$ cat config.mk
export PLATFORM = sky130hd
export DESIGN_NAME = beat_assembler
export DESIGN_NICKNAME = d
export VERILOG_FILES = /design/src/hdl/beat_pkg.sv /design/src/hdl/beat_assembler.sv
export VERILOG_INCLUDE_DIRS = /design/src /design/src/hdl
export SDC_FILE = /design/constraint.sdc
export NUM_CORES = 1
export LEC_CHECK = 0
export ABC_AREA = 0
export BUFFER_PORTS_ARGS = -buffer_cell sky130_fd_sc_hd__buf_2
export CORE_AREA = 3 3 212 214
export CTS_CLUSTER_SIZE = 10
export DETAILED_ROUTE_END_ITERATION = 8
export DIE_AREA = 0 0 215 217
export SLEW_MARGIN = 20
export SYNTH_ARGS = -nofsm -noshare
export SYNTH_HDL_FRONTEND = slang
export SYNTH_SLANG_ARGS = --single-unit
$ cat constraint.sdc
create_clock -name clk -period 1.8 [get_ports clk]
set_input_delay 0.09 -clock clk [delete_from_list [all_inputs] [get_ports clk]]
set_output_delay 0.09 -clock clk [all_outputs]
set_load 0.01 [all_outputs]
$ cat src/hdl/scan_params.svh
`ifndef SCAN_PARAMS_SVH
`define SCAN_PARAMS_SVH

// Lanes packed into one beat.
`define SCAN_LANES 16

// Width of one lane and of one host word.
`define SCAN_LANE_W 32

// Beats held by the buffer, a power of two.
`define SCAN_FIFO_DEPTH 8

// Width of the running match total.
`define SCAN_COUNT_W 32

`endif
$ cat src/hdl/beat_pkg.sv
`include "scan_params.svh"

package beat_pkg;

  // One beat is stored flat in the buffer.
  // Producer and consumer see it as lanes, lane 0 in the low bits.
  typedef union packed {
    logic [`SCAN_LANES*`SCAN_LANE_W-1:0]   flat;
    logic [`SCAN_LANES-1:0][`SCAN_LANE_W-1:0] lanes;
  } beat_t;

  // Position of a lane inside a beat.
  typedef logic [$clog2(`SCAN_LANES)-1:0] lane_idx_t;

endpackage

$ cat src/hdl/beat_assembler.sv
`include "scan_params.svh"

module beat_assembler
  import beat_pkg::*;
(
  input  logic                    clk,
  input  logic                    rst_n,
  input  logic                    word_valid,
  input  logic [`SCAN_LANE_W-1:0] word_data,
  input  logic                    word_last,
  output logic                    beat_valid,
  output beat_t                   beat,
  output logic                    beat_last
);

  localparam lane_idx_t LAST_LANE = lane_idx_t'(`SCAN_LANES - 1);

  lane_idx_t lane_idx;
  logic      fill_last;

  // The word in flight completes the beat.
  assign fill_last = word_valid && (lane_idx == LAST_LANE);

  // Lane pointer, wraps back to lane 0 after the last lane.
  always_ff @(posedge clk) begin
    if (!rst_n) begin
      lane_idx <= '0;
    end else if (word_valid) begin
      lane_idx <= lane_idx + 1'b1;
    end
  end

  // The output beat doubles as the holding register.
  // Lanes are overwritten by the next beat only after the pulse.
  always_ff @(posedge clk) begin
    if (word_valid) begin
      beat.lanes[lane_idx] <= word_data;
    end
  end

  // One-cycle pulse when lane 15 has been written.
  always_ff @(posedge clk) begin
    if (!rst_n) begin
      beat_valid <= 1'b0;
      beat_last  <= 1'b0;
    end else begin
      beat_valid <= fill_last;
      if (fill_last) begin
        // word_last only counts on the closing word of a beat.
        beat_last <= word_last;
      end
    end
  end

endmodule

After elaboration in Yosys (flattened, before gate mapping)

Index checks and enable logic that the tools add are counted.

Flip-flop bits (word level): 518
Input port bits: 36
Logic and storage cells: 13

Add/subtract/negate cells: 1
Magnitude comparators: 2
Equal/unequal tests: 1
Mux-type cells: 3
Reduce and logical (&&, ||, !) cells: 2

Operators with widths:

| kind                  | count |
|---|---|
| $bwmux W512           | 1 |
| $demux W32 S4         | 1 |
| $mux W32              | 1 |
| $lt A4 B5 Y1 const B  | 1 |
| $add A4 B1 Y4 const B | 1 |
| $eq A4 B4 Y1 const B  | 1 |
| $ge A4 B1 Y1 const B  | 1 |
| $logic_and A1 B1 Y1   | 2 |

Longest topological paths before layout

Gate-level depths: netlist of run 1.

Depth after elaboration: 5
Gate-level depth with buffers: 4
Gate-level depth less buffers: 4

Worst setup path before layout of run 1

No wires, ideal clock.

Path kind: register to register
Start point: reg lane_idx[0] (netlist name)
End point: reg beat[100] (netlist name) (enable)
Arrival time: 1457 ps
Required time: 1408 ps
Path slack: -49 ps
Stages on the path, launching flop included: 3
Period minus slack after synthesis: 1849 ps
Path through: dfxtp_1 ha_1 and2_1

RTL lines:

| element          | line                 | source |
|---|---|---|
| end: declaration | beat_assembler.sv:12 | `output beat_t beat,` |

Worst setup path in the final report of run 1

Start point: reg lane_idx[1]
End point: reg beat_last

Longest elaborated chain between the ends: 2

Ends and longest elaborated chain:

| element                  | line                 | source |
|---|---|---|
| start: declaration       | beat_assembler.sv:18 | `lane_idx_t lane_idx;` |
| start signal: assignment | beat_assembler.sv:29 | `lane_idx <= lane_idx + 1'b1;` |
| $eq A4 B4 Y1             | beat_assembler.sv:22 | `assign fill_last = word_valid && (lane_idx == LAST_LANE);` |
| $logic_and A1 B1 Y1      | beat_assembler.sv:22 |  |
| end signal: assignment   | beat_assembler.sv:50 | `beat_last <= word_last;` |
| end: declaration         | beat_assembler.sv:13 | `output logic beat_last` |

Every way passes these cells.
A chain may end at the register's enable or synchronous reset.

==> results of run 1 <==
-- per-layer routing --
metal | vias to the layer above | global-route usage
li1 | 3615 | -
met1 | 4304 | 0.256
met2 | 448 | 0.317
met3 | 74 | 0.0592
met4 | 0 | 0.0635
met5 | - | 0
-- layout by cell type (no fill, tap or decap), types with 2 or more instances in the layout --
cell type                       instances
sky130_fd_sc_hd__edfxtp_1             512
sky130_fd_sc_hd__buf_2                549
sky130_fd_sc_hd__inv_6                  2
sky130_fd_sc_hd__dfxtp_1                5
sky130_fd_sc_hd__buf_12                22
sky130_fd_sc_hd__nand2_1                3
sky130_fd_sc_hd__and2_2                15
sky130_fd_sc_hd__buf_4                  7
sky130_fd_sc_hd__nor2_1                 3
sky130_fd_sc_hd__dlygate4sd3_1         38
sky130_fd_sc_hd__and3b_1                2
sky130_fd_sc_hd__inv_1                  3
sky130_fd_sc_hd__mux2i_1                3
sky130_fd_sc_hd__clkbuf_1              16
sky130_fd_sc_hd__ha_1                   3
sky130_fd_sc_hd__clkbuf_16             58
-- worst max path at each step --
stage,to,slack [ns],from,depth (start not counted)
after global placement,beat[499],0.26,lane_idx[0],4
after detailed placement,beat[494],0.21,lane_idx[0],4
after CTS,beat_last,0.04,lane_idx[0],4
after global routing,beat_last,0.04,lane_idx[1],4
after floorplan,beat[288],0.00003,lane_idx[3],2
final,beat_last,0.16,lane_idx[1],4
-- kinds of logic after synthesis --
logic type | after synthesis | share of synthesized area
AOI/OAI and AO/OA | 2 | 0.000950
xor gates and xnor gates | 1 | 0.000554
adders and majority gates | 4 | 0.00317
buffers and inverters | 5 | 0.00142
DFF | 518 | 0.980
muxes | 3 | 0.00190
and+or+nand+nor | 29 | 0.0117
-- final cells by class --
| type | instances | area, um2 |
|---|---|---|
| inverters | 4 | 18.8 |
| repair buffers | 616 | 3620 |
| flip-flops and latches | 518 | 15500 |
| well taps | 585 | 732 |
| clock inverters | 6 | 72.6 |
| fillers | 3534 | 21300 |
| multi-input cells | 39 | 320 |
| clock buffers | 74 | 1510 |
-- stage by stage --
step,setup WS (ns),std cells,utilization,hold slack (ns),total power [uW]
final,0.162,1842,0.505,0.425,24300
after floorplan,0.0000342,562,-,0.189,13900
after global placement,0.255,1724,0.460,0.347,14300
after global routing,0.0438,1842,0.505,0.430,25100
after detailed placement,0.208,1724,0.460,0.365,14300
after CTS,0.0362,1842,0.505,0.381,24600
-- worst max-delay path: cells and delay by family (launching register included) --
family / cells / cell delay, ns
adder cells (fa/ha/maj): 1 / 0.20
AND/OR/NAND/NOR: 1 / 0.18
multiplexers: 1 / 0.15
buffers and inverters: 1 / 0.55
flip-flops: 1 / 0.43
-- sequential cells by signal, indices dropped and copies added (netlist names) --
signal      cells
beat          512
lane_idx        4
beat_last       1
beat_valid      1
-- report_power, final --
group	internal [uW]	leakage (uW)	switching [uW]
Combinational	199	0.00272	436
Sequential	13400	0.00467	40.7
Clock	5930	0.000769	4250
-- what timing repair did --
item / 4_1_cts / 5_1_grt
hold endpoints to repair: 518 / 0
setup endpoints to repair: 0 / 1
resized for setup: 0 / 3
hold buffers: 38 / 0
==> impl.org, run 1 <==
** Synth
- Sorting the synthesized cells by area gives the leading types as sky130_fd_sc_hd__edfxtp_1, sky130_fd_sc_hd__dfxtp_1, sky130_fd_sc_hd__and2_1.
- Post-synth top area share :: 0.973
- Average footprint of a synthesized cell :: 28.1 um2
- EDFF count, synth :: 512
- Counting every net in the synthesized netlist gives 602.
- Ranking of synthesized cells by instance count :: sky130_fd_sc_hd__edfxtp_1, sky130_fd_sc_hd__and2_1, sky130_fd_sc_hd__dfxtp_1
- Leading area contributor after synthesis :: sky130_fd_sc_hd__edfxtp_1
- Post-synthesis cell area :: 15800 um2
- The number of different library cells used by synthesis comes to 19.
- Top flip-flop cell by instance count after synthesis :: sky130_fd_sc_hd__edfxtp_1
- Yosys printed 0 warnings.
- In the synthesized netlist, the number of instances is 562.
- Count of state elements after synthesis :: 518
- For this run, the register share of the synthesized area comes to 0.980.
- FFs w/ async S/R, synth :: 0
- Dominant cell by count in the synthesized netlist :: sky130_fd_sc_hd__edfxtp_1

** Detailed routing
- Number of remaining DRC errors :: 0
- Summed over all nets, wire length on met3 after detailed routing comes to 4.09 mm.
- After detailed routing, the total wire length is 47.1 mm.
- After detailed routing, the number of vias per cell comes to 4.58.
- Highest metal used :: met4
- Initial detailed-routing violation count :: 669
- Vias :: 8441
- After detailed routing, the average wire length per cell comes to 25.6 um.
- 1st-pass router iterations :: 5
- For this block, wires on met1 add up to 19.3 mm.
- Routed length on met2 :: 22.5 mm
- In this run the remaining antenna-violating nets after routing total 0.

** STA
- Crit share post-route :: 0.910
- Setup skew after layout :: 0.0230 ns
- Final Hold Violating Endpoints :: 0
- Setup violations remaining at the end of the flow were counted as 0.
- For the finished layout, the period the worst path requires is 1.64 ns.
- Slew Limit Headroom :: 0.748
- Number of slew-limit violations in the final report :: 0
- For the pin with the worst max-slew slack, the measured transition is 0.379 ns.
- For the final routed database, the setup TNS stands at 0 ns.
- RSZ-0062 raised after global routing :: false
- Achievable clock frequency :: 611 MHz

** Critical path
- STA classifies the critical path endpoint as a flop.
- Slowest cell on the critical path :: sky130_fd_sc_hd__dlygate4sd3_1
- Startpoint Class :: flop
- The startpoint identified for the worst register-to-register timing path is lane_idx[1].
- For the worst setup path, the data arrival time is 2.10 ns.
- Data required time of the critical path :: 2.27 ns
- Cell breakdown of the critical path :: ha_4 > nand4_2 > mux2i_1 > dlygate4sd3_1
- In this design, the stage delay of the slowest critical-path cell is 0.55 ns.
- Along the worst path, the maximum fanout reaches 6.
- The worst setup path is of the flop to flop kind.
- Setup slack on the worst reg-to-reg path comes out at 0.16 ns.
- R2r worst-path depth :: 4
- The endpoint identified for the worst register-to-register timing path is beat_last.

** Power and ir drop
- P_leak :: 0.00816 uW
- Worst vdd rail ir drop :: 0.000793 V
- Dividing total power by cell area gives a power density of 1110 nW/um2.

** Place
- Gpl congestion :: 0.795
- Port buffering added 549 buffers.
- The placed instances occupy a cell area of 19800 um2.
- Summed over all nets, the half-perimeter wirelength after detailed placement is 30.7 mm.

** Clock tree
- Clock tree from TritonCTS :: done
- In this run the clock root is driven by a sky130_fd_sc_hd__clkbuf_16.
- Maximum buffer depth of the clock tree :: 3
- Number of clock sinks seen by CTS :: 518
- The clock reaches the later pin of the worst-skew pair after 0.59 ns.
- CTS HTree Levels :: 2
- Number of clock buffers inserted by TritonCTS :: 58
- Setup Fix Bufs, Post-CTS :: 0
- Clock transition time at the flip-flop clock pins of the worst setup and hold paths :: 0.06 ns

** Job
- Across the run, the number of max-cap violations was 0.

** Floorplan
- Die outline area :: 46700 um2
- Ports :: 550
- The region available for standard cell placement spans 43100 um2.
- The floorplan has 76 rows.
- Vertical die dimension :: 217 um
- The initial utilization of the core area, before any placement, comes to 0.367.
- Chip Width :: 215 um

** Run status
- Result of the run :: completed

** Worst hold path
- Worst hold start :: rst_n
- The worst hold path terminates at lane_idx[0].
- The worst hold path was traced through 4 stages.
- In this run the worst hold path is classified as input pin to flop.

** Cells and area
- Area growth syn-to-layout :: 37.7%
- Share of post-route cells with drive strength above 1 :: 0.526
- 0 antenna diodes ended up in the layout.
- The net count of the finished layout is 1277.
- Design area :: 21800 um2

** Global routing
- Initial antenna violation count :: 0
- The via count of the first global-routing pass came to 8759.
- The first global-routing pass estimated 64.9 mm of wire.
- Largest net degree at the start of global routing :: 33
- For this run the aggregate overflow at the end of global routing stands at 0.
- In the global route stage, overall resource usage came out at 0.196.
Power figures use the tool's default switching activity.
==> run 2, diff against run 1 <==
Settings changed: BUFFER_PORTS_ARGS -buffer_cell sky130_fd_sc_hd__buf_2 to not set, CORE_AREA 3 3 212 214 to 3 3 211 213, DIE_AREA 0 0 215 217 to 0 0 214 216, DONT_BUFFER_PORTS set to 1.
==> run 2 against run 1 <==
- power down 0.25%
- non-clock buffer count down 551
- sequential power about the same
- final cell count down 29%
- critical endpoint unchanged
==> impl.org, run 2 (same netlist as run 1, synthesis figures left out) <==
** Cells and area
- The utilization after layout came to 0.442 (was 0.505).
- The count of filler cells inserted in the layout was 3477 (was 3534).
- The final net count was 726 (was 1277).
- Leading cell types in the layout, fill and taps excluded :: sky130_fd_sc_hd__edfxtp_1, sky130_fd_sc_hd__clkbuf_16, sky130_fd_sc_hd__dlygate4sd3_1 (was sky130_fd_sc_hd__buf_2, sky130_fd_sc_hd__edfxtp_1, sky130_fd_sc_hd__clkbuf_16)
- Most common library cell in the layout ignoring fill and taps :: sky130_fd_sc_hd__edfxtp_1 (was sky130_fd_sc_hd__buf_2)
- The flip-flop count of the largest register, all copies and words added came to 512 (unchanged).
- The area growth from synthesis to layout came to 19.9% (was 37.7%).
- The final design area excluding fillers is 19000 um2 (was 21800 um2).
- Share of post-route cells with drive strength above 1 :: 0.157 (was 0.526)

** Clock tree
- The cell at the root of the clock tree was sky130_fd_sc_hd__clkbuf_16 (unchanged).
- The maximum root-to-sink buffer count came to 3 (unchanged).
- The TritonCTS clock tree was done (unchanged).
- The CTS clock-pin slew for the worst setup and hold paths is 0.06 ns (about the same).
- The number of buffers created by CTS came to 58 (unchanged).
- Clock latency at the later pin of the worst-skew pair :: 0.57 ns (was 0.59 ns)
- The clock sink count was 518 (unchanged).
- CTS HTree Levels :: 2 (unchanged)

** Global routing
- Gr ovfl total :: 0 (unchanged)
- Initial antenna violation count :: 1 (was 0)
- Largest net degree at the start of global routing :: 33 (unchanged)
- Global-route wire length before repair :: 55.4 mm (was 64.9 mm)
- The via count of the first global-routing pass came to 6407 (was 8759).
- Global routing usage summed across all routing layers :: 0.172 (was 0.196)

** Critical path
- Startpoint Class :: flop (unchanged)
- The setup slack on the worst flop-to-flop path came to 0.06 ns (was 0.16 ns).
- Cell breakdown of the critical path :: ha_2 > nand4_2 > mux2i_1 > dlygate4sd3_1 (was ha_4 > nand4_2 > mux2i_1 > dlygate4sd3_1)
- The start of the worst register-to-register path is lane_idx[0] (was lane_idx[1]).
- The data arrival time of the critical path came to 2.19 ns (was 2.10 ns).
- The critical path's top delay family was buffers and inverters (unchanged).
- The endpoint of the most critical register-to-register path was beat_last (unchanged).
- The buffers plus inverters on the worst setup path was 1 (unchanged).
- The depth of the most critical reg-to-reg path was 4 (unchanged).
- Slowest cell on the critical path :: sky130_fd_sc_hd__dlygate4sd3_1 (unchanged)
- The type of destination of the critical path is a flop (unchanged).
- Number of stages on the worst setup path :: 4 (unchanged)
- Kind of critical path :: flop to flop (unchanged)
- Highest net fanout along the worst path :: 6 (unchanged)
- The stage delay of the slowest cell on the critical path was 0.55 ns (about the same).
- The required time of the worst setup path came to 2.25 ns (was 2.27 ns).

** Power and ir drop
- The part of the power in the clock network was 0.423 (was 0.419).
- Worst vdd rail ir drop :: 0.000624 V (was 0.000793 V)
- The fraction of power spent switching nets is 0.189 (was 0.195).
- Sequential Power Share :: 0.560 (was 0.555)
- P_leak :: 0.00599 uW (was 0.00816 uW)
- Part of the total power dissipated in combinational logic :: 0.017 (was 0.026)
- Cell-internal power :: 19600 uW (was 19500 uW)
- Power density normalized to cell area :: 1280 nW/um2 (was 1110 nW/um2)
- Switching power total :: 4570 uW (was 4720 uW)

** STA
- Final Hold Violating Endpoints :: 0 (unchanged)
- The final critical path time including I/O delays and setup came to 1.74 ns (was 1.64 ns).
- The worst path setup slack after routing is 0.0615 ns (was 0.162 ns).
- The actual transition at the worst max-transition pin is 0.751 ns (was 0.379 ns).
- The tightest hold margin is 0.226 ns (was 0.425 ns).
- Setup skew after layout :: 0.0190 ns (was 0.0230 ns)
- The count of endpoints failing setup in the final report was 0 (unchanged).
- Crit share post-route :: 0.966 (was 0.910)
- Sum of negative setup slack :: 0 ns (unchanged)
- The achievable clock frequency came to 575 MHz (was 611 MHz).
- The worst-case headroom to the max-slew limit is 0.498 (was 0.748).
- The count of pins over their slew limit was 0 (unchanged).
- RSZ-0062 raised after global routing: false (unchanged).

** Floorplan
- The width of the die was 214 um (was 215 um).
- Die outline area :: 46200 um2 (was 46700 um2)
- Core Box Area :: 42900 um2 (was 43100 um2)
- The initial standard-cell utilization of the core came to 0.369 (was 0.367).
- The cell row count was 76 (unchanged).
- Vertical die dimension :: 216 um (was 217 um)
- The count of boundary I/O pins was 550 (unchanged).

** Detailed routing
- The overall via count from detail_route came to 6424 (was 8441).
- Initial detailed-routing violation count :: 656 (was 669)
- The total wirelength of the detailed-routed design was 41.3 mm (was 47.1 mm).
- The length of the first detailed-routing pass in iterations is 4 (was 5).
- Antenna violation net count after detailed routing :: 0 (unchanged)
- The DRC violation count after routing is 0 (unchanged).
- The wire length per cell after detailed routing came to 31.8 um (was 25.6 um).
- Routed via count divided by cell count :: 4.94 (was 4.58)

** Place
- HPWL after detailed placement :: 25.1 mm (was 30.7 mm)
- Gpl congestion :: 0.765 (was 0.795)
- The count of buffers inserted at the top-level ports came to 0 (was 549).
- Placement Setup Slack :: 0.137 ns (was 0.208 ns)
- The cell area after placement was 17000 um2 (was 19800 um2).

** Worst hold path
- Worst min-delay path class :: input pin to flop (unchanged)
- Worst Hold Depth :: 3 (was 4)
- The origin of the worst min-delay path is word_valid (was rst_n).
- The sink of the worst hold path is beat[261] (was lane_idx[0]).

** Job
- Number of maximum-capacitance constraint violations :: 0 (unchanged)

** Run status
- Result of the run :: completed (unchanged)
[run 2: changes by cell type in the layout (fill, tap and decap cells not counted), sizes merged]
cell and change:
buf -548, bufinv -1, clkbuf +13, clkinv -2
clkinvlp +1, diode +1, dlygate4sd3 -3, inv -2
[run 2: per-layer routing]
metal  wire (um)  global-route usage  up-vias
met2       20800               0.284      472
met4         888              0.0498        2
met1       15200               0.205     3371
met5          13                   0        -
li1            -                   -     2517
met3        4410              0.0760       62
[run 2: metrics by stage]
| stage | power [uW] | instances |
|---|---|---|
| floorplan | 13900 | 562 |
| global placement | 14000 | 1176 |
| detailed placement | 14000 | 1176 |
| CTS | 24400 | 1300 |
| global route | 25000 | 1300 |
| finish | 24200 | 1301 |
[run 2: how the worst max path moves through the flow]
stage                 to         from  slack (ns)
2_1_floorplan  beat[288]  lane_idx[3]     0.00003
6_report       beat_last  lane_idx[0]        0.06
5_1_grt        beat_last  lane_idx[0]        0.01
3_3_place_gp   beat[508]  lane_idx[0]        0.21
3_5_place_dp   beat[508]  lane_idx[0]        0.14
4_1_cts        beat_last  lane_idx[0]        0.04
[run 2: area by class of cell]
class                           count  area (um2)  share of cell area
Antenna cell                        1        2.50            0.000132
Clock buffer                       87        1620              0.0857
Clock inverter                      2        12.5            0.000660
Inverter                            4        18.8            0.000990
Multi-Input combinational cell     39         310              0.0164
Sequential cell                   518       15500               0.817
Tap cell                          585         732              0.0386
Timing Repair Buffer               65         763              0.0403
[run 2: power groups by stage]
stage / Combinational (uW) / Clock (uW) / Sequential [uW]
2_1_floorplan: 79.9 / 0 / 13800
3_3_place_gp: 172 / 0 / 13800
3_5_place_dp: 182 / 0 / 13800
4_1_cts: 402 / 10500 / 13600
5_1_grt: 433 / 11000 / 13600
6_report: 405 / 10200 / 13600
[run 2: worst reg2reg max path, cell delays in order, from the launching register on]
cell                            delay [ns]
sky130_fd_sc_hd__dfxtp_1              0.43
sky130_fd_sc_hd__ha_2                 0.28
sky130_fd_sc_hd__nand4_2              0.19
sky130_fd_sc_hd__mux2i_1              0.16
sky130_fd_sc_hd__dlygate4sd3_1        0.55
[run 2: timing repair]
action,4_1_cts,5_1_grt
resized for setup,0,1
endpoints found under the setup margin,0,1
buffers inserted,0,0
hold buffers,35,0
hold endpoints to repair,518,0
==> run 3, diff against run 2 <==
Settings changed: GPL_TIMING_DRIVEN set to 0.
==> run 3 against run 2 <==
- register-to-register slack worse by 0.09 ns
- global-route usage down 0.48 points
- via count down 0.61%
- sequential share of layout area up 1.4 points
- combinational power down 4%
- sequential cell count unchanged
- largest cell class unchanged
- design area down 1.6%
- non-clock buffer count down 23
- critical endpoint is now beat[20]
- worst setup slack worse by 0.089 ns
- highest routed layer unchanged
- the run now ends with negative setup slack left
- sequential power about the same
==> impl.org, run 3 (same netlist as run 1, synthesis figures left out) <==
** Run status
- Result of the run :: complete, but fails checks (was completed)
- The checks that failed: negative setup slack.

** Clock tree
- CTS HTree Levels :: 2 (unchanged)
- Number of clock sinks seen by CTS :: 518 (unchanged)
- Clock tree from TritonCTS :: done (unchanged)
- The cell at the root of the clock tree was sky130_fd_sc_hd__clkbuf_16 (unchanged).
- The CTS clock-pin slew for the worst setup and hold paths came to 0.06 ns (about the same).
- Number of clock buffers inserted by TritonCTS :: 58 (unchanged)
- Maximum buffer depth of the clock tree :: 3 (unchanged)
- Clock latency at the later pin of the worst-skew pair :: 0.57 ns (about the same)

** Critical path
- The element type at the critical path start is a flop (unchanged).
- The type of destination of the critical path is a flop (unchanged).
- Highest net fanout along the worst path :: 32 (was 6)
- The stage delay of the slowest cell on the critical path is 0.71 ns (was 0.55 ns).
- Kind of critical path :: flop to flop (unchanged)
- Cell breakdown of the critical path :: inv_1 > ha_2 > and2_4 (was ha_2 > nand4_2 > mux2i_1 > dlygate4sd3_1)
- The library cell contributing the largest single delay on the critical path is sky130_fd_sc_hd__and2_4 (was sky130_fd_sc_hd__dlygate4sd3_1).
- Data required time of the critical path :: 1.99 ns (was 2.25 ns)
- Worst Path Buf+Inv :: 1 (unchanged)
- Delay-heaviest family, CP :: simple AND/OR/NAND/NOR gates (was buffers and inverters)
- Worst Path Arrival :: 2.02 ns (was 2.19 ns)

** Place
- The sum of net half-perimeters after detailed placement was 21.9 mm (was 25.1 mm).
- Cell count after placement :: 1150 (was 1176)
- # port buffers :: 0 (unchanged)
- Gpl congestion :: 0.700 (was 0.765)

** Global routing
- GR met2 Demand/Resource :: 0.284 (about the same)
- Global routing usage summed across all routing layers :: 0.167 (was 0.172)
- Global-route wire length before repair :: 53.9 mm (was 55.4 mm)
- The met1 usage in global routing is 0.201 (was 0.205).
- The via count of the first global-routing pass came to 6411 (was 6407).
- The total congestion overflow after global routing is 0 (unchanged).
- Met3 Usage GRT :: 0.0625 (was 0.0760)
- Routing layer with the top usage in global route :: met2 (unchanged)
- Initial antenna violation count :: 1 (unchanged)
- Largest net degree at the start of global routing :: 33 (unchanged)

** Floorplan
- The initial standard-cell utilization of the core came to 0.369 (unchanged).
- The die extent in y is 216 um (unchanged).
- Ports :: 550 (unchanged)
- Core Box Area :: 42900 um2 (unchanged)
- The cell row count is 76 (unchanged).
- The die footprint came to 46200 um2 (unchanged).
- The width of the die came to 214 um (unchanged).

** Detailed routing
- The DRC violation count after routing came to 0 (unchanged).
- Routed WL :: 40.3 mm (was 41.3 mm)
- The detailed router's first-iteration violation count was 687 (was 656).
- The length of the first detailed-routing pass in iterations came to 4 (unchanged).
- Vias :: 6385 (was 6424)
- The wire length per cell after detailed routing is 31.9 um (was 31.8 um).
- The ratio of routed vias to standard cells is 5.05 (was 4.94).
- Antenna violation net count after detailed routing :: 0 (unchanged)

** Power and ir drop
- Power density normalized to cell area :: 1290 nW/um2 (was 1280 nW/um2)
- The maximum ir drop on the vdd rail was 0.000730 V (was 0.000624 V).
- The leakage power summed over all cells is 0.00583 uW (was 0.00599 uW).

** STA
- The achievable clock frequency was 547 MHz (was 575 MHz).
- Sum of negative setup slack :: -0.523 ns (was 0 ns)
- Final Hold Violating Endpoints :: 0 (unchanged)
- RSZ-0062 raised after global routing: true (was false).
- The count of endpoints failing setup in the final report is 31 (was 0).
- Number of slew-limit violations in the final report :: 0 (unchanged)
- The worst path setup slack after routing was -0.0275 ns (was 0.0615 ns).
- Slew Limit Headroom :: 0.436 (was 0.498)
- The final critical path time including I/O delays and setup was 1.83 ns (was 1.74 ns).
- The actual transition at the worst max-transition pin is 0.846 ns (was 0.751 ns).
- Crit share post-route :: 1.02 (was 0.966)
- The worst-case clock skew was 0.00830 ns (was 0.0190 ns).

** Cells and area
- Share of post-route cells with drive strength above 1 :: 0.141 (was 0.157)
- The multi-input logic area came to 363 um2 (was 310 um2).
- The sequential standard cell area was 15500 um2 (about the same).
- Flip-flop count of the largest register after layout :: 512 (unchanged)
- The most frequent standard cell in the layout excluding fill and tap cells is sky130_fd_sc_hd__edfxtp_1 (unchanged).
- Leading cell types in the layout, fill and taps excluded: sky130_fd_sc_hd__edfxtp_1, sky130_fd_sc_hd__clkbuf_16, sky130_fd_sc_hd__dlygate4sd3_1 (unchanged).
- The count of non-filler cells in the finished layout was 1264 (was 1301).
- The antenna cell count came to 0 (was 1).
- The count of filler cells inserted in the layout was 3502 (was 3477).
- Post-layout nets :: 704 (was 726)
- Area growth syn-to-layout :: 18.0% (was 19.9%)

** Worst hold path
- The type of the most critical hold path is input pin to flop (unchanged).

** Job
- Number of maximum-capacitance constraint violations :: 0 (unchanged)
==> run 3: where the power goes <==
part | leakage, uW | total [uW] | switching (uW) | internal, uW
Clock | 0.000771 | 10100 | 4080 | 6000
Sequential | 0.00468 | 13600 | 129 | 13400
Combinational | 0.000387 | 387 | 307 | 80.6
==> run 3: routing by layer <==
| layer | vias to the layer above | wire, um |
|---|---|---|
| li1 | 2444 | - |
| met1 | 3403 | 15000 |
| met2 | 479 | 20800 |
| met3 | 57 | 3790 |
| met4 | 2 | 710 |
| met5 | - | 13 |
==> run 3: final timing paths <==
path                                   from           to  slack (ns)  depth (start not counted)
worst max-delay path            lane_idx[0]     beat[20]       -0.03                          3
worst min-delay path                  rst_n  lane_idx[0]        0.38                          3
worst max register to register  lane_idx[0]     beat[20]       -0.03                          3
worst min register to register  lane_idx[3]   beat_valid        0.60                          2
==> run 3: final cells by class <==
type | count | area share
sequential | 518 | 0.831
buffer | 1 | 0.000402
multi-input combinational | 40 | 0.0195
tap | 585 | 0.0392
clock buffer | 72 | 0.0823
inverter | 4 | 0.00101
timing repair buffer | 41 | 0.0243
clock inverter | 3 | 0.00235
==> run 3: per-stage QoR <==
| stage | worst slack [ns] | utilization | instance area (um2) | power [uW] | hold slack, ns |
|---|---|---|---|---|---|
| floorplan | 0.0000342 | - | 15800 | 13900 | 0.189 |
| global placement | -1.19 | 0.386 | 16600 | 14000 | 0.190 |
| detailed placement | -0.199 | 0.388 | 16700 | 14000 | 0.189 |
| CTS | -0.0255 | 0.434 | 18600 | 24200 | 0.334 |
| global route | -0.0551 | 0.435 | 18700 | 24800 | 0.402 |
| finish | -0.0275 | 0.435 | 18700 | 24000 | 0.381 |
==> run 3: what timing repair did <==
action,CTS,global route
resized for setup,5,8
hold buffers,37,0
setup buffers,1,0
gates cloned,1,0
pin swaps,4,5
endpoints found under the hold margin,518,0
endpoints found under the setup margin,184,297
==> run 3: worst register-to-register path, cell delays in order (launching register included) <==
cell	delay, ns
sky130_fd_sc_hd__dfxtp_2	0.37
sky130_fd_sc_hd__inv_1	0.11
sky130_fd_sc_hd__ha_2	0.23
sky130_fd_sc_hd__and2_4	0.71
